File: config.mk
export PLATFORM = sky130hd
export DESIGN_NAME = operand_usage_decoder
export DESIGN_NICKNAME = d
export VERILOG_FILES = /design/src/hw/rename_pkg.sv /design/src/hw/operand_usage_decoder.sv
export VERILOG_INCLUDE_DIRS = /design/src /design/src/include
export SDC_FILE = /design/constraint.sdc
export NUM_CORES = 1
export LEC_CHECK = 0
export ABC_AREA = 1
export BUFFER_PORTS_ARGS = -buffer_cell sky130_fd_sc_hd__clkbuf_2
export CAP_MARGIN = 15
export CORE_AREA = 2 2 39 41
export DETAILED_ROUTE_END_ITERATION = 10
export DIE_AREA = 0 0 41 43
export GPL_ROUTABILITY_DRIVEN = 0
export SYNTH_ARGS = -nofsm -noshare
export SYNTH_HDL_FRONTEND = slang
export SYNTH_SLANG_ARGS = --single-unit
File: constraint.sdc
create_clock -name vclk -period 0.95
set_input_delay 0 -clock vclk [all_inputs]
set_output_delay 0 -clock vclk [all_outputs]
set_load 0.03 [all_outputs]
File: src/include/rename_consts.svh
`ifndef RENAME_CONSTS_SVH
`define RENAME_CONSTS_SVH

// register counts of the rename stage.
`define RENAME_ARCH_REGS      32
`define RENAME_PHYS_REGS      160
`define RENAME_FL_DEPTH       (`RENAME_PHYS_REGS - `RENAME_ARCH_REGS)

`define RENAME_TAG_W          8
`define RENAME_CKPT_PAGES     8

// tags that never come out of the free list.
`define RENAME_NULL_TAG       8'd254
`define RENAME_NO_DEST_TAG    8'd255

// RISC-V major opcodes seen by the decoder.
`define RENAME_OPCODE_NONE    7'b0000000
`define RENAME_OPCODE_LOAD    7'b0000011
`define RENAME_OPCODE_OP_IMM  7'b0010011
`define RENAME_OPCODE_AUIPC   7'b0010111
`define RENAME_OPCODE_STORE   7'b0100011
`define RENAME_OPCODE_OP      7'b0110011
`define RENAME_OPCODE_LUI     7'b0110111
`define RENAME_OPCODE_BRANCH  7'b1100011
`define RENAME_OPCODE_JALR    7'b1100111
`define RENAME_OPCODE_JAL     7'b1101111

`endif

File: src/hw/rename_pkg.sv
`include "rename_consts.svh"

package rename_pkg;

    typedef logic [`RENAME_TAG_W-1:0] phys_tag_t;
    typedef logic [$clog2(`RENAME_ARCH_REGS)-1:0] arch_reg_t;
    typedef logic [$clog2(`RENAME_CKPT_PAGES)-1:0] ckpt_id_t;

    // index into the free list plus one wrap bit on top.
    typedef logic [$clog2(`RENAME_FL_DEPTH):0] fl_ptr_t;

    typedef struct packed {
        logic      valid;
        logic [6:0] opcode;
        arch_reg_t rs1;
        arch_reg_t rs2;
        arch_reg_t rd;
        logic      save;       // branch asks for a checkpoint.
        ckpt_id_t  save_page;
    } rename_req_t;

    typedef struct packed {
        logic      valid;
        phys_tag_t src1_tag;
        phys_tag_t src2_tag;
        phys_tag_t dest_tag;
        phys_tag_t old_dest_tag;  // mapping of rd before this rename.
    } rename_resp_t;

    typedef struct packed {
        logic      valid;
        phys_tag_t tag;
    } release_t;

    typedef struct packed {
        logic     valid;
        ckpt_id_t page;
    } restore_t;

    typedef struct packed {
        logic uses_rs1;
        logic uses_rs2;
        logic writes_rd;
    } operand_usage_t;

endpackage

File: src/hw/operand_usage_decoder.sv
`include "rename_consts.svh"

module operand_usage_decoder (
    input  logic [6:0]                 opcode,
    output rename_pkg::operand_usage_t usage
);

    always_comb begin
        // most opcodes read both sources and write rd.
        usage.uses_rs1  = 1'b1;
        usage.uses_rs2  = 1'b1;
        usage.writes_rd = 1'b1;

        case (opcode)
            `RENAME_OPCODE_JALR,
            `RENAME_OPCODE_LOAD,
            `RENAME_OPCODE_OP_IMM: begin
                usage.uses_rs2 = 1'b0;  // the immediate takes the rs2 slot.
            end
            `RENAME_OPCODE_LUI,
            `RENAME_OPCODE_AUIPC,
            `RENAME_OPCODE_JAL: begin
                usage.uses_rs1 = 1'b0;
                usage.uses_rs2 = 1'b0;
            end
            `RENAME_OPCODE_BRANCH,
            `RENAME_OPCODE_STORE: begin
                usage.writes_rd = 1'b0;  // compare or address only, nothing is written back.
            end
            `RENAME_OPCODE_NONE: begin
                // An all-zero word is a bubble and must not consume a tag.
                usage.writes_rd = 1'b0;
            end
            default: begin
                usage.writes_rd = 1'b1;
            end
        endcase
    end

endmodule

==> results.toml <==
[worst_setup_path]
cp.depth = 8
worst_ep_required_time_ns = 0.95
startpoint = "opcode[4]"
crit_top_cell = "nand2_1"
worstSetupPathType = "input port to output port"
critPathTopFamily = "simple AND/OR/NAND/NOR gates"
crit_end = "usage[1]"
cp_slowest_stage_delay_ns = 0.17
cp.arrival_ns = 0.72
cp_num_buf_inv = 3
endpoint_kind = "output port"
cp_max_fo = 4
critPathLaunchType = "input port"
cp_cell_sequence = "clkbuf_2 > inv_1 > nand2_1 > nor2_1 > nand2_1 > nand2_1 > nor2_1 > clkbuf_2"
critPathSlowestCell = "clkbuf_2"

[floorplan]
core_um2 = 1380
die-area_um2 = 1760
rows = 14
ios = 10
die_w_um = 41
die_y_um = 43
initial_core_util_pct = 8.50

[place]
dp_hpwl_um = 282
dp.cells = 54
port_buffers = 10
place_ws_ns = 0.223

[drt]
met1Wirelength_um = 146
drtAntennaViolNets = 0
met2WireLength_um = 122
top_layer = "met3"
drt_wl_total_um = 296
num_vias = 179
dr.pass1.iters = 1
routedWlPerCell_um = 5.48
vias_per_cell = 3.31
drtIter0Drc = 0
drc = 0
routed-wl-met3_um = 28

[sta]
post-route-min-period_ns = 0.718
whs_ns = 0.497
max_slew_margin_pct = 88.6
worst_pin_slew_ns = 0.172
setup_tns_ns = 0
setup_viol = 0
drv_slew = 0
rsz0062_at_grt = "no"
hold_viol = 0
layout_setup_ws_ns = 0.232
fmax_ghz = 1.39
period_share_pct = 75.6

[layout]
nFillCells = 169
seq_area_um2 = 0
drive_gt1_share_pct = 28.9
n_antenna_cell = 0
fin_cells = 54
syn_to_final_growth_pct = 59.6
layout.nets = 47
nFlopsAndLatches = 0
n_clock_buffer = 0

[job]
maxCapViolCount = 0

[synth]
ys_seq_area_share_pct = 0
syn_area_um2 = 118
synth_area_leaders = "nand2_1 (26%), nor2_1 (26%), inv_1 (19%)"
syn_nets = 35
synth_top_family_by_area = "simple AND/OR/NAND/NOR gates"
yosys_warnings = 0
synth_top_area_share_pct = 25.5
synth_xor_area_share_pct = 0
synthAdderAreaFrac_pct = 0
yosys.area_share.simple_pct = 80.9
synthMuxAreaShare_pct = 0
synth_top_area_cell = "nand2_1"
synth_compound_area_share_pct = 0
synth_cells = 28
synthDistinctLibCells = 7
syn_area_per_cell_um2 = 4.20

[clock_network]
cts-resized-gates = 0
cts_setup_buffers = 0
ctsHoldBuffers = 0

[global_routing]
overflow = 0
grt_max_degree = 5
grtUsageTotal_pct = 3.40
grt_pass1_vias = 130
grt_pass1_wl_um = 455
antenna_found_initial = 0

[min_path]
whs_path_depth = 4
hold_class = "input port to output port"

[power]
totalPowerFinal_mw = 0.0520
powerDensity_nw_per_um2 = 277
p_leak_nw = 0.112
peakVddDrop_uv = 34.2

[run_status]
outcome = "finished, final reports clean"
metrics by stage:
| stage | instance area, um2 | utilization [%] |
|---|---|---|
| finish | 188 | 13.6 |
| global route | 188 | 13.6 |
| CTS | 188 | 13.6 |
| detailed placement | 188 | 13.6 |
| global placement | 188 | 13.6 |
| floorplan | 118 | - |
synthesized netlist by cell type:
| library cell | instances |
|---|---|
| nand2_1 | 8 |
| nor2_1 | 8 |
| inv_1 | 6 |
| nand3_1 | 2 |
| nand4_1 | 2 |
| and2_1 | 1 |
| nor2_2 | 1 |
final cells by class:
class / count / area [um2] / area share, %
repair buffers: 10 / 50.0 / 26.7
multi-input cells: 22 / 95.1 / 50.7
inverters: 6 / 22.5 / 12.0
well taps: 16 / 20.0 / 10.7
cells in the final DEF (no fill, tap or decap), drive strengths merged:
cell / instances
nand4: 2
nand2: 8
clkbuf: 10
nand3: 2
nor2: 9
and2: 1
inv: 6
worst min path at each step:
stage / start / to / slack (ns)
2_1_floorplan: opcode[5] / usage[0] / 0.32
3_3_place_gp: opcode[5] / usage[0] / 0.49
3_5_place_dp: opcode[5] / usage[0] / 0.50
4_1_cts: opcode[5] / usage[0] / 0.50
5_1_grt: opcode[0] / usage[0] / 0.55
6_report: opcode[5] / usage[0] / 0.50
metal layers:
layer | vias up | GRT usage [%]
met3 | 0 | 0
met5 | - | 0
li1 | 106 | -
met1 | 67 | 4.75
met4 | 0 | 0
met2 | 6 | 5.94
logic make-up after synthesis:
logic type,after synthesis
simple gates,22
buf+inv,6
report_power, final:
| part | switching [mW] | total [mW] | internal, mW |
|---|---|---|---|
| clock network | 0 | 0 | 0 |
| registers | 0 | 0 | 0 |
| logic | 0.0314 | 0.0520 | 0.0206 |
| total | 0.0314 | 0.0520 | 0.0206 |
tightest hold or removal path, delay by kind of cell:
kind                   cells  cell delay [ns]
buffers and inverters      2             0.30
and+or+nand+nor            2             0.20
(Power assumes the default switching activity.)
