File: config.mk
export PLATFORM = sky130hd
export DESIGN_NAME = map_checkpoint_store
export DESIGN_NICKNAME = d
export VERILOG_FILES = /design/src/hw/rename_pkg.sv /design/src/hw/map_checkpoint_store.sv
export VERILOG_INCLUDE_DIRS = /design/src /design/src/include
export SDC_FILE = /design/constraint.sdc
export NUM_CORES = 2
export LEC_CHECK = 0
export BUFFER_PORTS_ARGS = -buffer_cell sky130_fd_sc_hd__buf_2
export CAP_MARGIN = 25
export CELL_PAD_IN_SITES_DETAIL_PLACEMENT = 1
export CELL_PAD_IN_SITES_GLOBAL_PLACEMENT = 2
export CORE_MARGIN = 3
export CORE_UTILIZATION = 44
export CTS_CLUSTER_SIZE = 30
export DETAILED_ROUTE_END_ITERATION = 10
export GPL_ROUTABILITY_DRIVEN = 1
export GPL_TIMING_DRIVEN = 0
export PLACE_DENSITY_LB_ADDON = 0.1
export SETUP_SLACK_MARGIN = 0.5
export SLEW_MARGIN = 20
export SYNTH_ARGS = -nofsm -noshare
export SYNTH_HDL_FRONTEND = slang
export SYNTH_SLANG_ARGS = --single-unit
File: constraint.sdc
create_clock -name clk -period 21.5 [get_ports clk]
set_clock_uncertainty 0.05 [all_clocks]
set_input_delay 0 -clock clk [delete_from_list [all_inputs] [get_ports clk]]
set_output_delay 0 -clock clk [all_outputs]
set_load 0.1 [all_outputs]
File: src/include/rename_consts.svh
`ifndef RENAME_CONSTS_SVH
`define RENAME_CONSTS_SVH

// register counts of the rename stage.
`define RENAME_ARCH_REGS      32
`define RENAME_PHYS_REGS      160
`define RENAME_FL_DEPTH       (`RENAME_PHYS_REGS - `RENAME_ARCH_REGS)

`define RENAME_TAG_W          8
`define RENAME_CKPT_PAGES     8

// tags that never come out of the free list.
`define RENAME_NULL_TAG       8'd254
`define RENAME_NO_DEST_TAG    8'd255

// RISC-V major opcodes seen by the decoder.
`define RENAME_OPCODE_NONE    7'b0000000
`define RENAME_OPCODE_LOAD    7'b0000011
`define RENAME_OPCODE_OP_IMM  7'b0010011
`define RENAME_OPCODE_AUIPC   7'b0010111
`define RENAME_OPCODE_STORE   7'b0100011
`define RENAME_OPCODE_OP      7'b0110011
`define RENAME_OPCODE_LUI     7'b0110111
`define RENAME_OPCODE_BRANCH  7'b1100011
`define RENAME_OPCODE_JALR    7'b1100111
`define RENAME_OPCODE_JAL     7'b1101111

`endif

File: src/hw/rename_pkg.sv
`include "rename_consts.svh"

package rename_pkg;

    typedef logic [`RENAME_TAG_W-1:0] phys_tag_t;
    typedef logic [$clog2(`RENAME_ARCH_REGS)-1:0] arch_reg_t;
    typedef logic [$clog2(`RENAME_CKPT_PAGES)-1:0] ckpt_id_t;

    // index into the free list plus one wrap bit on top.
    typedef logic [$clog2(`RENAME_FL_DEPTH):0] fl_ptr_t;

    typedef struct packed {
        logic      valid;
        logic [6:0] opcode;
        arch_reg_t rs1;
        arch_reg_t rs2;
        arch_reg_t rd;
        logic      save;       // branch asks for a checkpoint.
        ckpt_id_t  save_page;
    } rename_req_t;

    typedef struct packed {
        logic      valid;
        phys_tag_t src1_tag;
        phys_tag_t src2_tag;
        phys_tag_t dest_tag;
        phys_tag_t old_dest_tag;  // mapping of rd before this rename.
    } rename_resp_t;

    typedef struct packed {
        logic      valid;
        phys_tag_t tag;
    } release_t;

    typedef struct packed {
        logic     valid;
        ckpt_id_t page;
    } restore_t;

    typedef struct packed {
        logic uses_rs1;
        logic uses_rs2;
        logic writes_rd;
    } operand_usage_t;

endpackage

File: src/hw/map_checkpoint_store.sv
`include "rename_consts.svh"

module map_checkpoint_store (
    input  logic                                            clk,
    input  logic                                            reset,
    input  logic                                            save_valid,
    input  rename_pkg::ckpt_id_t                            save_page,
    input  rename_pkg::phys_tag_t [`RENAME_ARCH_REGS-1:0]   save_map,
    input  rename_pkg::fl_ptr_t                             save_head,
    input  rename_pkg::ckpt_id_t                            restore_page,
    output rename_pkg::phys_tag_t [`RENAME_ARCH_REGS-1:0]   restore_map,
    output rename_pkg::fl_ptr_t                             restore_head
);

    // one map snapshot and one free-list head per in-flight branch.
    rename_pkg::phys_tag_t [`RENAME_ARCH_REGS-1:0] page_map  [`RENAME_CKPT_PAGES];
    rename_pkg::fl_ptr_t                           page_head [`RENAME_CKPT_PAGES];

    always_ff @(posedge clk) begin
        if (reset) begin
            for (int p = 0; p < `RENAME_CKPT_PAGES; p++) begin
                page_map[p]  <= '0;
                page_head[p] <= '0;
            end
        end else if (save_valid) begin
            page_map[save_page]  <= save_map;   // whole map in one edge.
            page_head[save_page] <= save_head;
        end
    end

    // The read port is combinational so the restore lands at the very next edge.
    assign restore_map  = page_map[restore_page];
    assign restore_head = page_head[restore_page];

endmodule

==> metrics <==
Int Pwr=7340 µW; Synth Register Bits=2112; commonest non-fill, non-tap cell in the layout=edfxtp_1; CP peak stage delay=0.88 ns; Placed Area=0.104 mm²; CTS resizes=0; Fin. Hold Viols=0; WP data arrival=4.48 ns; vias in the first global route=65700; FP Rows=169; DIE AREA=0.219 mm²; Final Core Density=0.533; Net Switching=2950 µW; Core ar.=0.212 mm²; pin count of the biggest net entering global routing=24; layout cells sized above 1=0.284; Worst Setup End Kind=register; Post-Route WL=327000 µm; synthesis-to-layout area growth=20.5%; fin cells=10100; hold_sp=save_map[32]; Hold Path Depth=4; 1st-pass router iterations=7; Crit path top cell by count=buf_2; RSZ-0062 raised after global routing=no; first-pass GRT wire length=472000 µm; combinational power share=0.161; register area share after synthesis=0.675; crit path cell chain=dlygate4sd3_1, buf_2, nand3b_1, buf_2, buf_2, clkbuf_1, buf_2, o21bai_4, buf_16, buf_12, buf_16, buf_12; Final GP Congestion=0.795; Final min period=3.94 ns; Final ANT Viol Nets=0; final slew viol count=0; Clock Power Share=0.367; Vias/cell=6.10; CTS sink count=2112; final period utilization=0.183; HP Class=in -> reg; DRC Markers=0; syn_area_per_cell=15.9 µm²; Post-Syn Nets=6185; CP Class=in -> reg; actual transition at the worst max-transition pin=1.13 ns; synth top area cells=edfxtp_1 (67%), mux4_2 (11%), nor3_1 (11%), mux2_2 (3.2%), mux4_1 (1.6%); post-route cell area=0.113 mm²; Unique masters post-synth=19; Req. time, crit path=22.04 ns; cell family with most CP delay=buffers and inverters; crit path max fanout=20; register share of total power=0.472; Bufs and invs on worst path=10; initial antenna violation count=27; P_leak=0.0359 µW; Detail Placement HPWL=222000 µm; synthesized cell area=0.0940 mm²; outcome=complete, no violations; PD cells=90.8 mW/mm²; largest area contributor in the netlist=edfxtp_1; Main synth FF type=edfxtp_1; EDFF count, synth=2112; initial DRC count=6581; CTS tree=done; port bufs=533; CP Launch Type=primary input; DR WL/cell=32.4 µm; die width=468 µm; NumNets Final=7353; sw frac=0.286; Gate Count Post-Synth=5912; slowest cell on the critical path=clkbuf_1; total track usage=0.297; Post-Place Cells=9408; total grt overflow=0; number of CTS-inserted buffers=226; Synth top area share=0.675; setup TNS=0 ns; Die Y=468 µm; Max Cap Viol=0; Slew HR=0.244; htree depth=4; maximum clock path buffer count=3; DR vias=61700; # setup viols final=0; Worst VDD drop=0.0845 mV; CTS root buffer=clkbuf_16; asr flop ratio synth=0; Warnings, synthesis=0; starting density of the core=0.443; Ports=537; hold path endpoint=page_map[0][32]; Clk pin slew, worst setup/hold paths=0.06 ns; most frequent cells in the layout=edfxtp_1 (2112), nor3_1 (1976), buf_2 (619); fmax=254 MHz
-- final cells by class --
cell class | count | area (µm²)
clock inverter | 134 | 1000
multi-input combinational | 2918 | 26500
inverter | 264 | 991
antenna | 14 | 35.0
buffer | 618 | 3180
fill | 20300 | 99100
timing repair buffer | 940 | 8590
tap | 2821 | 3530
clock buffer | 290 | 5960
sequential | 2112 | 63400
-- cell usage after synthesis (8+ instances only) --
| library cell | count |
|---|---|
| buf_1 | 52 |
| buf_2 | 86 |
| buf_4 | 17 |
| buf_6 | 77 |
| clkbuf_1 | 380 |
| clkinv_1 | 264 |
| edfxtp_1 | 2112 |
| mux2_2 | 264 |
| mux4_1 | 58 |
| mux4_2 | 470 |
| nor3_1 | 1976 |
| nor3_2 | 136 |
| o21bai_1 | 8 |
-- worst min-delay path, stage by stage --
cell and delay, ns:
dlygate4sd3_1 0.52, buf_2 0.12, clkinv_1 0.14, nor3_2 0.06
-- per-layer routing --
metal	vias to the layer above	GRT usage	share of wire
met3	500	0.0532	0.073
li1	25900	-	-
met4	12	0.106	0.039
met5	-	0	0.00025
met2	2506	0.472	0.48
met1	32800	0.413	0.41
-- logic make-up after synthesis --
kind of cell / Yosys count / share of synthesized area
mux: 792 / 0.160
compound gates: 8 / 0.000639
buf+inv: 882 / 0.0439
flops: 2112 / 0.675
simple gates: 2118 / 0.120
-- power groups by stage --
stage / sequential [µW] / combinational [µW] / clock [µW]
2_1_floorplan: 5010 / 1080 / 0
3_5_place_dp: 4940 / 1620 / 0
4_1_cts: 4860 / 1660 / 3810
3_3_place_gp: 5130 / 1530 / 0
6_report: 4850 / 1660 / 3770
5_1_grt: 4880 / 1720 / 3980
-- state kept, by name (all words and copies together), names as in the netlist --
register and cells:
page_map 2048, page_head 64
-- worst max-delay path by stage --
stage	endpoint	slack (ns)	startpoint	cells after the start
5_1_grt	page_map[1][84]	17.56	reset	12
6_report	page_map[1][84]	17.56	reset	12
3_5_place_dp	page_map[1][88]	17.18	reset	11
2_1_floorplan	page_head[2][0]	7.41	save_page[0]	6
4_1_cts	page_map[1][84]	17.61	reset	12
3_3_place_gp	page_map[2][87]	-6.46	reset	7
-- timing repair --
item / CTS / global route
setup endpoints to repair: 0 / 0
hold endpoints to repair: 2305 / 0
hold buffers: 265 / 0
setup buffers: 0 / 0
-- stage by stage --
step	hold WS [ns]	setup WS, ns	total power, µW
3_5_place_dp	0.436	17.18	6560
5_1_grt	0.120	17.56	10600
4_1_cts	0.0511	17.61	10300
3_3_place_gp	0.428	-6.46	6660
2_1_floorplan	0.279	7.41	6090
6_report	0.119	17.56	10300
Note: power is estimated with default switching activity, not from simulation.
