## src/include/rename_consts.svh

```systemverilog
`ifndef RENAME_CONSTS_SVH
`define RENAME_CONSTS_SVH

// register counts of the rename stage.
`define RENAME_ARCH_REGS      32
`define RENAME_PHYS_REGS      160
`define RENAME_FL_DEPTH       (`RENAME_PHYS_REGS - `RENAME_ARCH_REGS)

`define RENAME_TAG_W          8
`define RENAME_CKPT_PAGES     8

// tags that never come out of the free list.
`define RENAME_NULL_TAG       8'd254
`define RENAME_NO_DEST_TAG    8'd255

// RISC-V major opcodes seen by the decoder.
`define RENAME_OPCODE_NONE    7'b0000000
`define RENAME_OPCODE_LOAD    7'b0000011
`define RENAME_OPCODE_OP_IMM  7'b0010011
`define RENAME_OPCODE_AUIPC   7'b0010111
`define RENAME_OPCODE_STORE   7'b0100011
`define RENAME_OPCODE_OP      7'b0110011
`define RENAME_OPCODE_LUI     7'b0110111
`define RENAME_OPCODE_BRANCH  7'b1100011
`define RENAME_OPCODE_JALR    7'b1100111
`define RENAME_OPCODE_JAL     7'b1101111

`endif

```

## src/hw/rename_pkg.sv

```systemverilog
`include "rename_consts.svh"

package rename_pkg;

    typedef logic [`RENAME_TAG_W-1:0] phys_tag_t;
    typedef logic [$clog2(`RENAME_ARCH_REGS)-1:0] arch_reg_t;
    typedef logic [$clog2(`RENAME_CKPT_PAGES)-1:0] ckpt_id_t;

    // index into the free list plus one wrap bit on top.
    typedef logic [$clog2(`RENAME_FL_DEPTH):0] fl_ptr_t;

    typedef struct packed {
        logic      valid;
        logic [6:0] opcode;
        arch_reg_t rs1;
        arch_reg_t rs2;
        arch_reg_t rd;
        logic      save;       // branch asks for a checkpoint.
        ckpt_id_t  save_page;
    } rename_req_t;

    typedef struct packed {
        logic      valid;
        phys_tag_t src1_tag;
        phys_tag_t src2_tag;
        phys_tag_t dest_tag;
        phys_tag_t old_dest_tag;  // mapping of rd before this rename.
    } rename_resp_t;

    typedef struct packed {
        logic      valid;
        phys_tag_t tag;
    } release_t;

    typedef struct packed {
        logic     valid;
        ckpt_id_t page;
    } restore_t;

    typedef struct packed {
        logic uses_rs1;
        logic uses_rs2;
        logic writes_rd;
    } operand_usage_t;

endpackage

```

## src/hw/free_list.sv

```systemverilog
`include "rename_consts.svh"

module free_list (
    input  logic                 clk,
    input  logic                 reset,
    input  logic                 alloc,
    output rename_pkg::phys_tag_t head_tag,
    input  rename_pkg::release_t release_in,
    output rename_pkg::fl_ptr_t  head_ptr,
    input  logic                 restore_valid,
    input  rename_pkg::fl_ptr_t  restore_head,
    output logic [7:0]           free_count
);

    localparam int IDX_W = $clog2(`RENAME_FL_DEPTH);

    rename_pkg::phys_tag_t entries [`RENAME_FL_DEPTH];
    rename_pkg::fl_ptr_t   rd_ptr;
    rename_pkg::fl_ptr_t   wr_ptr;

    assign head_tag = entries[rd_ptr[IDX_W-1:0]];  // next tag is always on view.
    assign head_ptr = rd_ptr;

    // The wrap bits make a full list read as depth and not as zero.
    assign free_count = wr_ptr - rd_ptr;

    // Read side. A restore moves the head back, so the tags taken since the
    // checkpoint are handed out again. A restore beats an allocate.
    always_ff @(posedge clk) begin
        if (reset) begin
            rd_ptr <= '0;
        end else if (restore_valid) begin
            rd_ptr <= restore_head;
        end else if (alloc) begin
            rd_ptr <= rd_ptr + 1'b1;
        end
    end

    // Write side. Released tags go in behind everything already waiting.
    always_ff @(posedge clk) begin
        if (reset) begin
            wr_ptr <= rename_pkg::fl_ptr_t'(`RENAME_FL_DEPTH);  // list starts full.
        end else if (release_in.valid) begin
            wr_ptr <= wr_ptr + 1'b1;
        end
    end

    always_ff @(posedge clk) begin
        if (reset) begin
            for (int i = 0; i < `RENAME_FL_DEPTH; i++) begin
                // tags above the architectural range, in ascending order.
                entries[i] <= rename_pkg::phys_tag_t'(`RENAME_ARCH_REGS + i);
            end
        end else if (release_in.valid) begin
            entries[wr_ptr[IDX_W-1:0]] <= release_in.tag;
        end
    end

endmodule

```

## config.mk

```make
export PLATFORM = sky130hd
export DESIGN_NAME = free_list
export DESIGN_NICKNAME = d
export VERILOG_FILES = /design/src/hw/rename_pkg.sv /design/src/hw/free_list.sv
export VERILOG_INCLUDE_DIRS = /design/src /design/src/include
export SDC_FILE = /design/constraint.sdc
export NUM_CORES = 2
export LEC_CHECK = 0
export BUFFER_PORTS_ARGS = -buffer_cell sky130_fd_sc_hd__clkbuf_2
export CORE_MARGIN = 2
export CORE_UTILIZATION = 57
export DETAILED_ROUTE_END_ITERATION = 8
export PLACE_DENSITY = 0.76
export SYNTH_ARGS = -nofsm -noshare
export SYNTH_HDL_FRONTEND = slang
export SYNTH_SLANG_ARGS = --single-unit
```

## constraint.sdc

```tcl
create_clock -name clk -period 2.5 [get_ports clk]
set_input_delay 0.625 -clock clk [delete_from_list [all_inputs] [get_ports clk]]
set_output_delay 0.625 -clock clk [all_outputs]
set_load 0.1 [all_outputs]
```

==> impl_summary.txt <==
----------------------------------------------------
[STA]
  Worst Tran Pin Value ... 812 ps
  Fin. max-slew vios ... 0
  Final period demand of the worst path ... 3710 ps
  Total count of hold-check failures in the final report ... 0
  Clock Skew ... 49.5 ps
  Relative slew slack ... 45.9%
  Worst setup margin ... -1210 ps
  RSZ-0062 raised after global routing ... yes
  Maximum frequency from static timing analysis ... 269 MHz
  Post-Route Setup TNS ... -12180 ps
  Final setup fails ... 15
  Post-route fraction of the period consumed by the critical path ... 148%

[Pwr]
  Combinational share of power ... 11.3%
  Leak pwr ... 18.3 nW
  Ratio of total power to cell area ... 712 nW/um^2
  Int Pwr ... 30.4 mW
  Worst vdd ir ... 0.612 mV
  Switching share of power ... 24.3%
  Net switching power ... 9.77 mW
  Overall power after layout ... 40.2 mW
  Clock Power Share ... 38.5%
  Sequential cell fraction of total power ... 50.2%

[Drt]
  Number of vias per cell after detailed routing ... 6.53
  Drt pass-1 iters ... 6
  Antenna viol nets, final ... 0
  Initial drt markers ... 4227
  Detailed-route DRC error count ... 0
  Total vias in the final route ... 31373
  Final wirelength ... 130000 um
  Routed wire length per instance ... 27.0 um

[Placement]
  Placed instance count ... 4578
  Detailed Place HPWL ... 80700 um
  Final estimated routing congestion in global placement ... 0.902
  IO Port Bufs ... 44

[Hold path]
  Class of the tightest hold or removal check ... input port to flop
  Hold path startpoint ... restore_head[5]

[Finish]
  Footprint of the multi-input gates ... 16000 um^2
  Post-route insts no fill ... 4804
  Net count of the finished layout ... 3669
  Sequential standard cell area ... 31200 um^2
  Post-synthesis to final-layout area growth ... 18.3%
  # fillers ... 5400
  Final core utilization ... 67.8%
  Ratio of cells with drive above 1 in the final layout ... 29.3%

[Clock network]
  Clock sinks ... 1047
  Clock insertion delay at the later pin of the skew report ... 690 ps
  Number of buffers inserted during clock tree synthesis ... 105
  Root cell of the clock tree ... clkbuf_16
  Clock slew at reported path FFs ... 60 ps
  TritonCTS clock tree ... done
  H-tree depth reported by CTS ... 3
  Clock Tree Buf Depth ... 3

[Global route]
  Number of global-route vias before repair ... 32021
  Antenna violations before repair ... 2
  Busiest grt layer ... met2
  Met3 track demand over resource ... 5.65%
  Met1 track demand over resource ... 39.7%
  First-pass GRT wire length ... 196000 um
  Largest net degree at the start of global routing ... 147
  Total track usage ... 30.4%
  Met2 usage ... 49.8%
  Final global-route overflow total ... 0

[Floorplan]
  Die width ... 293 um
  Die Y ... 293 um
  Effective utilization at floorplan ... 57.3%
  I/O pin count ... 45
  Die area ... 86000 um^2
  Core footprint ... 83300 um^2
  Core Rows ... 106

[Worst setup path]
  Critical path startpoint category ... flop
  Worst Setup End Kind ... primary output
  Most common cell type on the critical path ... buf_12
  Worst endpoint data arrival time ... 3090 ps
  Slowest library cell on the worst path ... or3b_4
  Required time of the critical path ... 1880 ps
  Highest net fanout along the worst path ... 7
  Classification of the worst setup path ... flop to primary output
  Crit-path max cell delay ... 490 ps
  Start of the worst register-to-register path ... wr_ptr[4]$_SDFFE_PP0P_
  Critical path cell sequence ... buf_8, or3b_4, buf_12, buf_16, o21ai_4, nor3_2, buf_4, nor4_4, buf_12

[Logic synthesis]
  Synthesized netlist net count ... 3498
  Yosys reg bits ... 1047
  Gate Count Post-Synth ... 3467
  Fraction of post-synthesis cell area in the top cell type by area ... 64.5%
  Cell with the most instances after synthesis ... edfxtp_1
  EDFF count, synth ... 1024
  Post-Synthesis Cell Area ... 47700 um^2
  Count of cell types in the netlist ... 42
  Dominant cell type by area after synthesis ... edfxtp_1
  Number of synthesis warnings ... 0
  Register area share after synthesis ... 65.4%
  Share of synthesized flip-flops with an asynchronous set or reset ... 0%
  Synth Flop Type ... edfxtp_1
  Mean cell area of the mapped netlist ... 13.8 um^2
  Most instantiated cells after synthesis ... 1024 x edfxtp_1, 390 x nand2_1, 324 x nor3_1, 252 x clkbuf_1, 199 x and2_1
  Synth area leaders ... edfxtp_1 64%, mux4_2 9.1%, nor3_1 3.4%

[Job]
  Max Cap Viol ... 0

[Status]
  Violations in the final reports ... setup timing
  Outcome ... finished with violations

----------------------------------------------------
==> timing repair <==
action,in CTS,in global routing
setup endpoints to repair,15,58
resized for setup,64,110
pin swaps,12,34
setup buffers,13,18
gates cloned,4,2
hold buffers,0,0
==> critical path: cells and delay by family (launching register included) <==
family	cells	cell delay (ps)
and+or+nand+nor	3	1050
buffers and inverters	5	870
DFF	1	360
AOI/OAI and AO/OA	1	150
==> registers in the layout (all words and copies together), names as in the netlist, named ones only <==
register / count
entries: 1024
head_ptr: 8
wr_ptr: 8
==> placed cells by master (no fill, tap or decap), types with 24 or more instances in the layout <==
| cell | instances |
|---|---|
| nor2_1 | 172 |
| buf_4 | 267 |
| and2_1 | 198 |
| clkinv_2 | 26 |
| buf_12 | 91 |
| nand2_2 | 27 |
| or3_1 | 186 |
| a22oi_2 | 25 |
| clkbuf_2 | 24 |
| nand2_1 | 357 |
| a211oi_1 | 36 |
| nor3_1 | 316 |
| or2_2 | 129 |
| clkbuf_16 | 109 |
| o22ai_2 | 31 |
| a22oi_1 | 39 |
| mux4_2 | 192 |
| edfxtp_1 | 1024 |
| mux2i_1 | 130 |
==> final timing paths <==
path / to / slack, ps / cells past startpoint
hold / removal: head_ptr[5]$_SDFFE_PP0N_ / 260 / 3
setup reg to reg: entries[92][6]$_SDFFCE_PN1P_ / 60 / 4
setup / recovery: head_tag[4] / -1210 / 9
hold reg to reg: wr_ptr[7]$_SDFFE_PP1P_ / 560 / 2
==> kinds of logic (layout without fill, tap and decap cells) <==
family	after synthesis	in the layout	synth area share [%]
XOR/XNOR	19	19	0.349
AO/OA/AOI/OAI	204	204	2.94
buffers and inverters	363	617	3.24
flip-flops	1047	1047	65.4
adder cells (fa/ha/maj)	10	10	0.278
other	0	1	0
multiplexers	323	323	11.8
AND/OR/NAND/NOR	1501	1503	16.0
==> through the flow <==
| step | instance area (um^2) | hold slack, ps | setup WS, ps |
|---|---|---|---|
| 2_1_floorplan | 48100 | 488 | -614 |
| 3_3_place_gp | 51900 | 506 | -627 |
| 3_5_place_dp | 51900 | 544 | -602 |
| 4_1_cts | 55800 | 231 | -1180 |
| 5_1_grt | 56400 | 269 | -1240 |
| 6_report | 56400 | 260 | -1210 |
==> cell type report <==
class	instances	area share, %
diodes	1	0.00443
clock buffers	129	4.96
clock inverters	63	0.997
inverters	16	0.133
multi-input cells	2059	28.4
flip-flops and latches	1047	55.4
well taps	1080	2.39
repair buffers	409	7.74
==> per-layer routing <==
| metal | part of all wire, % | up-vias |
|---|---|---|
| li1 | - | 13304 |
| met1 | 35 | 15602 |
| met2 | 49 | 2143 |
| met3 | 12 | 324 |
| met4 | 4.3 | 0 |
| met5 | 0 | - |
==> power groups by stage <==
stage,registers (mW),clock network [mW],logic [mW]
final,20.2,15.5,4.54
after global routing,20.2,16.2,4.68
after CTS,20.2,15.5,4.32
after detailed placement,20.6,0,4.19
after global placement,20.5,0,4.12
after floorplan,20.5,0,2.56
No activity file was read; power rests on OpenSTA's default activity.
