**src/include/rename_consts.svh**
```systemverilog
`ifndef RENAME_CONSTS_SVH
`define RENAME_CONSTS_SVH

// register counts of the rename stage.
`define RENAME_ARCH_REGS      32
`define RENAME_PHYS_REGS      160
`define RENAME_FL_DEPTH       (`RENAME_PHYS_REGS - `RENAME_ARCH_REGS)

`define RENAME_TAG_W          8
`define RENAME_CKPT_PAGES     8

// tags that never come out of the free list.
`define RENAME_NULL_TAG       8'd254
`define RENAME_NO_DEST_TAG    8'd255

// RISC-V major opcodes seen by the decoder.
`define RENAME_OPCODE_NONE    7'b0000000
`define RENAME_OPCODE_LOAD    7'b0000011
`define RENAME_OPCODE_OP_IMM  7'b0010011
`define RENAME_OPCODE_AUIPC   7'b0010111
`define RENAME_OPCODE_STORE   7'b0100011
`define RENAME_OPCODE_OP      7'b0110011
`define RENAME_OPCODE_LUI     7'b0110111
`define RENAME_OPCODE_BRANCH  7'b1100011
`define RENAME_OPCODE_JALR    7'b1100111
`define RENAME_OPCODE_JAL     7'b1101111

`endif

```
**src/hw/rename_pkg.sv**
```systemverilog
`include "rename_consts.svh"

package rename_pkg;

    typedef logic [`RENAME_TAG_W-1:0] phys_tag_t;
    typedef logic [$clog2(`RENAME_ARCH_REGS)-1:0] arch_reg_t;
    typedef logic [$clog2(`RENAME_CKPT_PAGES)-1:0] ckpt_id_t;

    // index into the free list plus one wrap bit on top.
    typedef logic [$clog2(`RENAME_FL_DEPTH):0] fl_ptr_t;

    typedef struct packed {
        logic      valid;
        logic [6:0] opcode;
        arch_reg_t rs1;
        arch_reg_t rs2;
        arch_reg_t rd;
        logic      save;       // branch asks for a checkpoint.
        ckpt_id_t  save_page;
    } rename_req_t;

    typedef struct packed {
        logic      valid;
        phys_tag_t src1_tag;
        phys_tag_t src2_tag;
        phys_tag_t dest_tag;
        phys_tag_t old_dest_tag;  // mapping of rd before this rename.
    } rename_resp_t;

    typedef struct packed {
        logic      valid;
        phys_tag_t tag;
    } release_t;

    typedef struct packed {
        logic     valid;
        ckpt_id_t page;
    } restore_t;

    typedef struct packed {
        logic uses_rs1;
        logic uses_rs2;
        logic writes_rd;
    } operand_usage_t;

endpackage

```
**src/hw/register_alias_table.sv**
```systemverilog
`include "rename_consts.svh"

module register_alias_table (
    input  logic                                            clk,
    input  logic                                            reset,
    input  rename_pkg::rename_req_t                         req,
    input  rename_pkg::operand_usage_t                      usage,
    input  rename_pkg::restore_t                            restore,
    input  rename_pkg::phys_tag_t [`RENAME_ARCH_REGS-1:0]   restore_map,
    input  rename_pkg::phys_tag_t                           new_tag,
    output logic                                            alloc,
    output rename_pkg::phys_tag_t [`RENAME_ARCH_REGS-1:0]   snapshot,
    output rename_pkg::rename_resp_t                        resp
);

    rename_pkg::phys_tag_t [`RENAME_ARCH_REGS-1:0] map_q;

    logic                  accept;    // request survives a restore in the same cycle.
    logic                  has_dest;
    logic                  resp_valid;
    rename_pkg::phys_tag_t src1_q;
    rename_pkg::phys_tag_t src2_q;
    rename_pkg::phys_tag_t dest_q;
    rename_pkg::phys_tag_t old_dest_q;

    assign accept   = req.valid && !restore.valid;
    assign has_dest = usage.writes_rd && (req.rd != '0);  // x0 is never renamed.
    assign alloc    = accept && has_dest;

    // The checkpoint sees the map before this request's own remap.
    assign snapshot = map_q;

    always_ff @(posedge clk) begin
        if (reset) begin
            for (int k = 0; k < `RENAME_ARCH_REGS; k++) begin
                map_q[k] <= rename_pkg::phys_tag_t'(k);  // identity map.
            end
        end else if (restore.valid) begin
            map_q <= restore_map;  // mispredict throws away the speculative map.
        end else if (alloc) begin
            map_q[req.rd] <= new_tag;
        end
    end

    always_ff @(posedge clk) begin
        if (reset) begin
            resp_valid <= 1'b0;
        end else begin
            resp_valid <= accept;  // fixed latency of one cycle.
        end
    end

    always_ff @(posedge clk) begin
        if (accept) begin
            src1_q <= usage.uses_rs1 ? map_q[req.rs1] : `RENAME_NULL_TAG;
            src2_q <= usage.uses_rs2 ? map_q[req.rs2] : `RENAME_NULL_TAG;
            if (has_dest) begin
                dest_q     <= new_tag;
                old_dest_q <= map_q[req.rd];  // freed later at commit.
            end else begin
                dest_q     <= `RENAME_NO_DEST_TAG;
                old_dest_q <= `RENAME_NO_DEST_TAG;
            end
        end
    end

    assign resp = '{
        valid:        resp_valid,
        src1_tag:     src1_q,
        src2_tag:     src2_q,
        dest_tag:     dest_q,
        old_dest_tag: old_dest_q
    };

endmodule

```
**config.mk**
```make
export PLATFORM = sky130hd
export DESIGN_NAME = register_alias_table
export DESIGN_NICKNAME = d
export VERILOG_FILES = /design/src/hw/rename_pkg.sv /design/src/hw/register_alias_table.sv
export VERILOG_INCLUDE_DIRS = /design/src /design/src/include
export SDC_FILE = /design/constraint.sdc
export NUM_CORES = 1
export LEC_CHECK = 0
export BUFFER_PORTS_ARGS = -buffer_cell sky130_fd_sc_hd__buf_2
export CORE_AREA = 5 5 228 230
export CTS_BUF_LIST = sky130_fd_sc_hd__clkbuf_2 sky130_fd_sc_hd__clkbuf_4 sky130_fd_sc_hd__clkbuf_8
export CTS_CLUSTER_DIAMETER = 200
export CTS_CLUSTER_SIZE = 28
export DETAILED_ROUTE_END_ITERATION = 6
export DIE_AREA = 0 0 233 235
export PLACE_DENSITY = 0.63
export SYNTH_ARGS = -nofsm -noshare
export SYNTH_HDL_FRONTEND = slang
export SYNTH_SLANG_ARGS = --single-unit
```
**constraint.sdc**
```tcl
create_clock -name clk -period 3.4 [get_ports clk]
set_clock_uncertainty 0.05 [all_clocks]
set_input_delay 1.02 -clock clk [delete_from_list [all_inputs] [get_ports clk]]
set_output_delay 1.02 -clock clk [all_outputs]
set_load 0.01 [all_outputs]
```
==> metrics.cfg, run 1 <==
[global_routing]
grt_pass1_vias=19100
antenna_found_initial=6
grt_pass1_wl_microns=135000
track_usage=0.326
grt_max_degree=232
grt-ovfl-total=0

[hold_path]
hold-path-cell-count=2
min_from=snapshot[116]
hold_class=reg2reg
hold_path_end=snapshot[116]

[clocking]
hold_buffers=0
cts_max_path_buffers=3
cts_tree=yes
cts_resized=0
numCtsBuffers=14
clock_sinks=289
cts.clk_slew.worst_paths_ns=0.17
post_cts_buffers=0
htreeDepth=1
cts_root_buffer=clkbuf_8
clkLatencyLatePin_ns=0.62

[final_layout]
nFillCells=4950
area_delta_synth_final_pct=21.6
stdcell_count=3126
drive_above_1_share=0.338
fin_nets=2740

[critical_path]
crit_type=in2out
critPathMaxFanout=2
r2r-start=snapshot[114]
cp_top_family=simple AND/OR/NAND/NOR gates
slowest_stage=or3_1
rr_worst_depth=4
crit_path_end_kind=primary output
required_ns=2.33
reg2reg_slack_ns=1.38
cp.arrival_ns=1.99
r2r-end=old_dest_q[2]
cp_num_buf_inv=2
slowest_delay_ns=0.42
worstPathCellList=buf_2, or3_1, o21ai_1, nor2_1, buf_2
cp-start-kind=input port
worst_path_most_repeated_cell=buf_2
crit_start=req[7]

[yosys]
synth-seq-cells=289
syn-num-nets=2270
synth-edff-count=32
yosys_warnings=0
synth.most_common_cell=mux2i_1
synthFlopType=dfxtp_1
syn_area_per_cell_sq_um=9.67
synth_top_area_share=0.270
synth_top_area_cell=dfxtp_1
synth_cell_types=48
synth.area.top_cells=dfxtp_1, mux2i_1, mux4_2
syn_area_sq_um=19100
synth_common_cells=mux2i_1, dfxtp_1, nor2_1, a211oi_1, clkbuf_1
synthCells=1970
async_flop_share=0
ys_seq_area_frac=0.320

[timing]
fin_tns_setup_ns=0
post-route-min-period_ns=3.06
max_freq_ghz=0.327
setup_viol=0
slew_headroom=0.227
rsz0062_at_grt=no
hold_viol_final=0
tightest_slew_ns=1.16
period_share=0.901
slew_viol_final=0

[pwr]
power_density_nw_per_um2=343
leakage_nw=10.2
vdd.ir_drop.worst_uv=282

[placement]
routabilityCongestion=0.939
io_buffers=575
hpwl_microns=72100
dp.cells=3096

[detailed_routing]
num_vias=19600
viasPerCell=6.28
ant_nets=0
routed_wirelength_microns=94800
routedWlPerCell_microns=30.3
post-route-drc-count=0
first_pass_iters=6
initialDrtViolationCount=2201

[die]
die_h_microns=235
fp-row-count=82
die_x_microns=233
initial_core_util=0.384
core_area_sq_um=49700
pin_count=590
die_area_sq_um=54800

[run_status]
status=completed

[job]
maxCapViolCount=0

==> worst reg2reg max path, cell delays in order, from the launching register on <==
cell and delay, ns:
dfxtp_1 0.49, mux4_2 0.58, mux4_2 0.48, nand2_1 0.10, o311ai_1 0.09
==> layout by cell type (no fill, tap or decap), types with 4 or more instances in the layout <==
master	netlist	layout
o311ai_1	5	5
mux4_2	87	87
mux2i_1	444	444
o21ai_1	31	31
or3_1	10	10
o21ai_0	5	5
or2_2	7	7
buf_12	0	18
edfxtp_1	32	32
nor3_4	13	13
nand2_1	43	43
diode_2	0	6
clkbuf_8	0	15
nand2b_1	10	10
a311oi_1	14	14
buf_2	53	570
a21oi_1	105	105
o41ai_1	14	14
nand3_1	11	11
nor4_1	22	22
inv_1	8	7
buf_4	9	84
nor3_1	52	52
a22o_1	6	6
nor2b_2	0	4
nor2_1	220	217
a211oi_1	185	185
clkbuf_4	0	8
nand3_2	7	7
a22oi_1	117	117
o31a_1	10	10
dfxtp_1	257	257
nand3b_1	5	5
==> registers in the layout, summed over array words and instances, names as in the netlist <==
signal	count
old_dest_q	8
resp_valid	1
src2_q	8
snapshot	256
dest_q	8
src1_q	8
==> report_power, final <==
part / switching (W) / total [W] / internal (W) / leakage, nW
logic: 0.00124 / 0.00218 / 0.000940 / 7.57
clock network: 0.00120 / 0.00172 / 0.000519 / 0.154
registers: 0.000373 / 0.00405 / 0.00368 / 2.43
==> worst max path at each step <==
stage	endpoint	cells past startpoint
global placement	snapshot[95]	6
detailed placement	snapshot[95]	6
floorplan	alloc	7
CTS	alloc	5
global route	alloc	5
finish	alloc	5
==> logic make-up after synthesis <==
family / after synthesis / synth area share
DFF: 289 / 0.320
muxes: 533 / 0.337
buffers and inverters: 229 / 0.0508
AOI/OAI and AO/OA: 496 / 0.181
and+or+nand+nor: 423 / 0.111
==> per-stage QoR <==
step | hold slack [ns] | area (sq um) | util | power, W | worst slack (ns)
global placement | 0.470 | 22900 | 0.460 | 0.00622 | 0.312
detailed placement | 0.479 | 22900 | 0.460 | 0.00627 | 0.232
floorplan | 0.479 | 19100 | - | 0.00523 | 0.0689
global route | 0.541 | 23200 | 0.466 | 0.00823 | 0.287
finish | 0.510 | 23200 | 0.467 | 0.00795 | 0.338
CTS | 0.509 | 23200 | 0.466 | 0.00795 | 0.330
==> layer usage <==
layer,global-route usage,wire (microns),up-vias
met5,0,0,-
met3,0.0566,8380,196
li1,-,-,8518
met2,0.535,44700,1146
met4,0.109,3590,0
met1,0.436,38200,9765
==> final cells by class <==
class,instances,area (sq um),area share
clock buffer,23,267,0.0115
clock inverter,1,20.0,0.000864
tap,672,841,0.0363
timing repair buffer,675,3880,0.167
multi-input combinational,1452,12000,0.518
sequential,289,6110,0.264
inverter,8,37.5,0.00162
antenna,6,15.0,0.000648
(Power assumes the default switching activity.)
==> run 2, diff against run 1 <==
- ABC_CLOCK_PERIOD_IN_PS: unset -> 3400
- PLACE_DENSITY: 0.63 -> 0.7
==> run 2 against run 1 <==
Compared with the run above:
- cell area fell by 0.28%
- non-clock buffer count fell by 2
- sequential share of layout area rose by 0.074 points
- core utilization fell by 0.13 points
- register-to-register slack improved by 0.03 ns
- first-iteration DRC count rose by 10%
- critical path type unchanged
==> metrics.cfg, run 2 (synthesis gave the netlist of run 1 again) <==
[placement]
routabilityCongestion=0.936
io_buffers=575
hpwl_microns=72000

[timing]
fin_tns_setup_ns=0
whs_ns=0.498
period_share=0.919
slew_viol_final=0
tightest_slew_ns=0.971
hold_viol_final=0
rsz0062_at_grt=no
slew_headroom=0.353
post-route-min-period_ns=3.12
setup_viol=0
max_freq_ghz=0.320

[detailed_routing]
post-route-drc-count=0
initialDrtViolationCount=2424
routed_wirelength_microns=95000
first_pass_iters=6
num_vias=19800
routedWlPerCell_microns=30.5
viasPerCell=6.34
ant_nets=0

[final_layout]
drive_above_1_share=0.336
mostFrequentLayoutCells=buf_2, mux2i_1, dfxtp_1
final_util=0.465
seqCellArea_sq_um=6110
nFillCells=4770
fin_nets=2738
final_common_cell=buf_2
largest_reg_flops=256
multi_input_area_sq_um=12000
area_delta_synth_final_pct=21.2

[die]
fp-row-count=82
pin_count=590
core_area_sq_um=49700
initial_core_util=0.384
die_area_sq_um=54800
die_x_microns=233
die_h_microns=235

[critical_path]
cp.arrival_ns=2.05
crit_path_end_kind=primary output
worstPathCellList=buf_2, or3_1, o21ai_1, nor2_1, buf_2
crit_type=in2out
cp_num_buf_inv=2
required_ns=2.33
worst_path_most_repeated_cell=buf_2
slowest_delay_ns=0.40
critPathMaxFanout=2
cp-start-kind=input port
cp_top_family=simple AND/OR/NAND/NOR gates
slowest_stage=or3_1

[clocking]
cts_max_path_buffers=3
clkLatencyLatePin_ns=0.63
cts_resized=0
post_cts_buffers=0
cts_root_buffer=clkbuf_8
hold_buffers=0
htreeDepth=1
numCtsBuffers=14
cts_tree=yes
clock_sinks=289
cts.clk_slew.worst_paths_ns=0.19

[pwr]
power_w=0.00789
vdd.ir_drop.worst_uv=331
power_density_nw_per_um2=342
leakage_nw=10.1

[job]
maxCapViolCount=0

[global_routing]
grt_pass1_wl_microns=136000
track_usage=0.329
grt_max_degree=154
grt_pass1_vias=19700
grt-ovfl-total=0
antenna_found_initial=7

[run_status]
status=completed

[hold_path]
hold_class=reg2reg

-- run 2: cell types whose count changed in the layout (fill, tap and decap cells not counted) --
cell,before,now
buf_12,18,16
diode_2,6,5
clkbuf_4,8,5
-- run 2: power by group --
| part | switching (W) | leakage [nW] | internal [W] |
|---|---|---|---|
| clock network | 0.00118 | 0.141 | 0.000481 |
| registers | 0.000378 | 2.43 | 0.00368 |
| logic | 0.00124 | 7.56 | 0.000934 |
-- run 2: metal layers --
metal | global-route usage | vias to the layer above | share of wire
met5 | 0 | - | 0.00027
met4 | 0.118 | 4 | 0.041
met3 | 0.0635 | 216 | 0.096
met2 | 0.538 | 1241 | 0.47
met1 | 0.434 | 9808 | 0.40
li1 | - | 8518 | -
-- run 2: worst paths after layout --
path	startpoint	endpoint	slack (ns)	depth (start not counted)
setup / recovery	req[7]	alloc	0.28	5
hold / removal	snapshot[213]	snapshot[213]	0.50	2
setup reg to reg	snapshot[222]	old_dest_q[6]	1.41	4
hold reg to reg	snapshot[213]	snapshot[213]	0.50	2
-- run 2: worst reg2reg max path, delay by kind of cell, from the launching register on --
family	cells	cell delay, ns
flip-flops	1	0.42
multiplexers	2	0.99
AND/OR/NAND/NOR	1	0.18
AO/OA/AOI/OAI	1	0.12
-- run 2: final cells by class --
class / instances / share of cell area
Multi-Input combinational cell: 1452 / 0.520
Sequential cell: 289 / 0.264
Timing Repair Buffer: 673 / 0.166
Tap cell: 672 / 0.0364
Clock buffer: 20 / 0.0106
Inverter: 8 / 0.00162
Clock inverter: 1 / 0.000867
Antenna cell: 5 / 0.000542
-- run 2: through the flow --
| stage | setup slack (ns) | cell area, sq um | cells |
|---|---|---|---|
| floorplan | 0.0689 | 19100 | 1970 |
| global route | 0.234 | 23100 | 3118 |
| finish | 0.275 | 23100 | 3120 |
| CTS | 0.284 | 23100 | 3115 |
| detailed placement | 0.284 | 22800 | 3094 |
| global placement | 0.281 | 22800 | 3094 |
==> run 3, diff against run 2 <==
- ABC_CLOCK_PERIOD_IN_PS: 3400 -> 2900
- CORE_AREA: 5 5 228 230 -> 5 5 224 226
- DIE_AREA: 0 0 233 235 -> 0 0 229 231
- clock period: 3.4 -> 2.9 ns (I/O delays scaled with it)
==> run 3 against run 2 <==
Compared with the run above:
- cell area rose by 2.8%
- sequential share of layout area is 0.72 points lower
- sequential power is 17% higher
- critical path type unchanged
- register-to-register slack worse by 0.48 ns
==> metrics.cfg, run 3 (synthesis gave the netlist of run 1 again) <==
[global_routing]
antenna_found_initial=6
grt_pass1_wl_microns=135000
grt-ovfl-total=0
track_usage=0.339
grt_pass1_vias=19800
grt_max_degree=126

[clocking]
hold_buffers=0
numCtsBuffers=14
cts_resized=0
cts_root_buffer=clkbuf_8
clkLatencyLatePin_ns=0.62
htreeDepth=1
post_cts_buffers=0
cts_tree=yes
cts_max_path_buffers=3
cts.clk_slew.worst_paths_ns=0.18
clock_sinks=289

[pwr]
intPower_w=0.00606
vdd.ir_drop.worst_uv=309
sw_frac_of_total=0.354
leakage_nw=10.5
switching_power_w=0.00333
clkPwrFrac=0.212
power_density_nw_per_um2=395
comb_power_share=0.281
power.share.sequential=0.507

[hold_path]
hold_class=in2reg

[detailed_routing]
num_vias=20100
post-route-drc-count=0
ant_nets=0
initialDrtViolationCount=2543
viasPerCell=6.43
first_pass_iters=6
routed_wirelength_microns=95400
routedWlPerCell_microns=30.5

[timing]
slew_viol_final=0
max_freq_ghz=0.355
tightest_slew_ns=0.946
rsz0062_at_grt=no
slew_headroom=0.369
hold_viol_final=0
whs_ns=0.428
fin_tns_setup_ns=0
period_share=0.970
post-route-min-period_ns=2.81
setup_viol=0

[final_layout]
area_delta_synth_final_pct=24.6
largest_reg_flops=256
mostFrequentLayoutCells=buf_2, mux2i_1, dfxtp_1
fin_nets=2789
final_common_cell=buf_2
drive_above_1_share=0.351

[die]
die_area_sq_um=52900
fp-row-count=81
pin_count=590
die_h_microns=231
core_area_sq_um=48100
initial_core_util=0.396
die_x_microns=229

[critical_path]
crit_type=in2out
crit_path_end_kind=primary output
cp.arrival_ns=1.89
critPathMaxFanout=7
cp-start-kind=input port
required_ns=1.98

[run_status]
status=completed

[placement]
hpwl_microns=72100
io_buffers=575
routabilityCongestion=0.979

[job]
maxCapViolCount=0

-- run 3: cell count changes in the layout (fill, tap and decap cells not counted), sizes merged --
cell,before,now
clkbuf,20,21
diode,5,6
buf,673,724
-- run 3: per-stage QoR --
step	setup WS, ns	power, W	cell area [sq um]	cells	util
global route	0.0445	0.00972	23700	3120	0.493
detailed placement	-0.00706	0.00743	23500	3095	0.487
finish	0.0860	0.00938	23800	3123	0.493
global placement	-0.0196	0.00737	23500	3095	0.487
floorplan	0.00883	0.00613	19100	1970	-
CTS	0.00925	0.00936	23700	3117	0.493
-- run 3: routing by layer --
| metal | wire length (microns) | share of wire | GRT usage |
|---|---|---|---|
| met1 | 37000 | 0.39 | 0.437 |
| met2 | 44100 | 0.46 | 0.550 |
| met3 | 9410 | 0.099 | 0.0694 |
| met4 | 4820 | 0.051 | 0.151 |
| met5 | 21 | 0.00022 | 0 |
-- run 3: power groups by stage --
stage	clock (W)	sequential, W	combinational (W)
final	0.00199	0.00476	0.00264
after global routing	0.00214	0.00478	0.00280
after global placement	0	0.00481	0.00256
after detailed placement	0	0.00483	0.00261
after floorplan	0	0.00475	0.00138
after CTS	0.00200	0.00474	0.00261
-- run 3: area by class of cell --
cell class,instances,area (sq um)
clock inverters,1,20.0
repair buffers,724,4530
fillers,4528,24400
well taps,622,778
inverters,8,37.5
flip-flops and latches,289,6110
multi-input cells,1452,12000
clock buffers,21,251
diodes,6,15.0
-- run 3: path summary, 6_finish.rpt --
| check | start | end | slack (ns) | cells past startpoint |
|---|---|---|---|---|
| worst max register to register | snapshot[187] | src1_q[3] | 0.93 | 6 |
| worst min register to register | snapshot[246] | snapshot[246] | 0.51 | 2 |
| worst min-delay path | restore_map[204] | snapshot[204] | 0.43 | 3 |
| worst max-delay path | req[4] | alloc | 0.09 | 6 |
-- run 3: worst max-delay path: stages --
cell and delay (ns):
buf_4 0.20, buf_4 0.18, or2_4 0.27, o21ai_2 0.14
nor2_1 0.07, buf_2 0.15
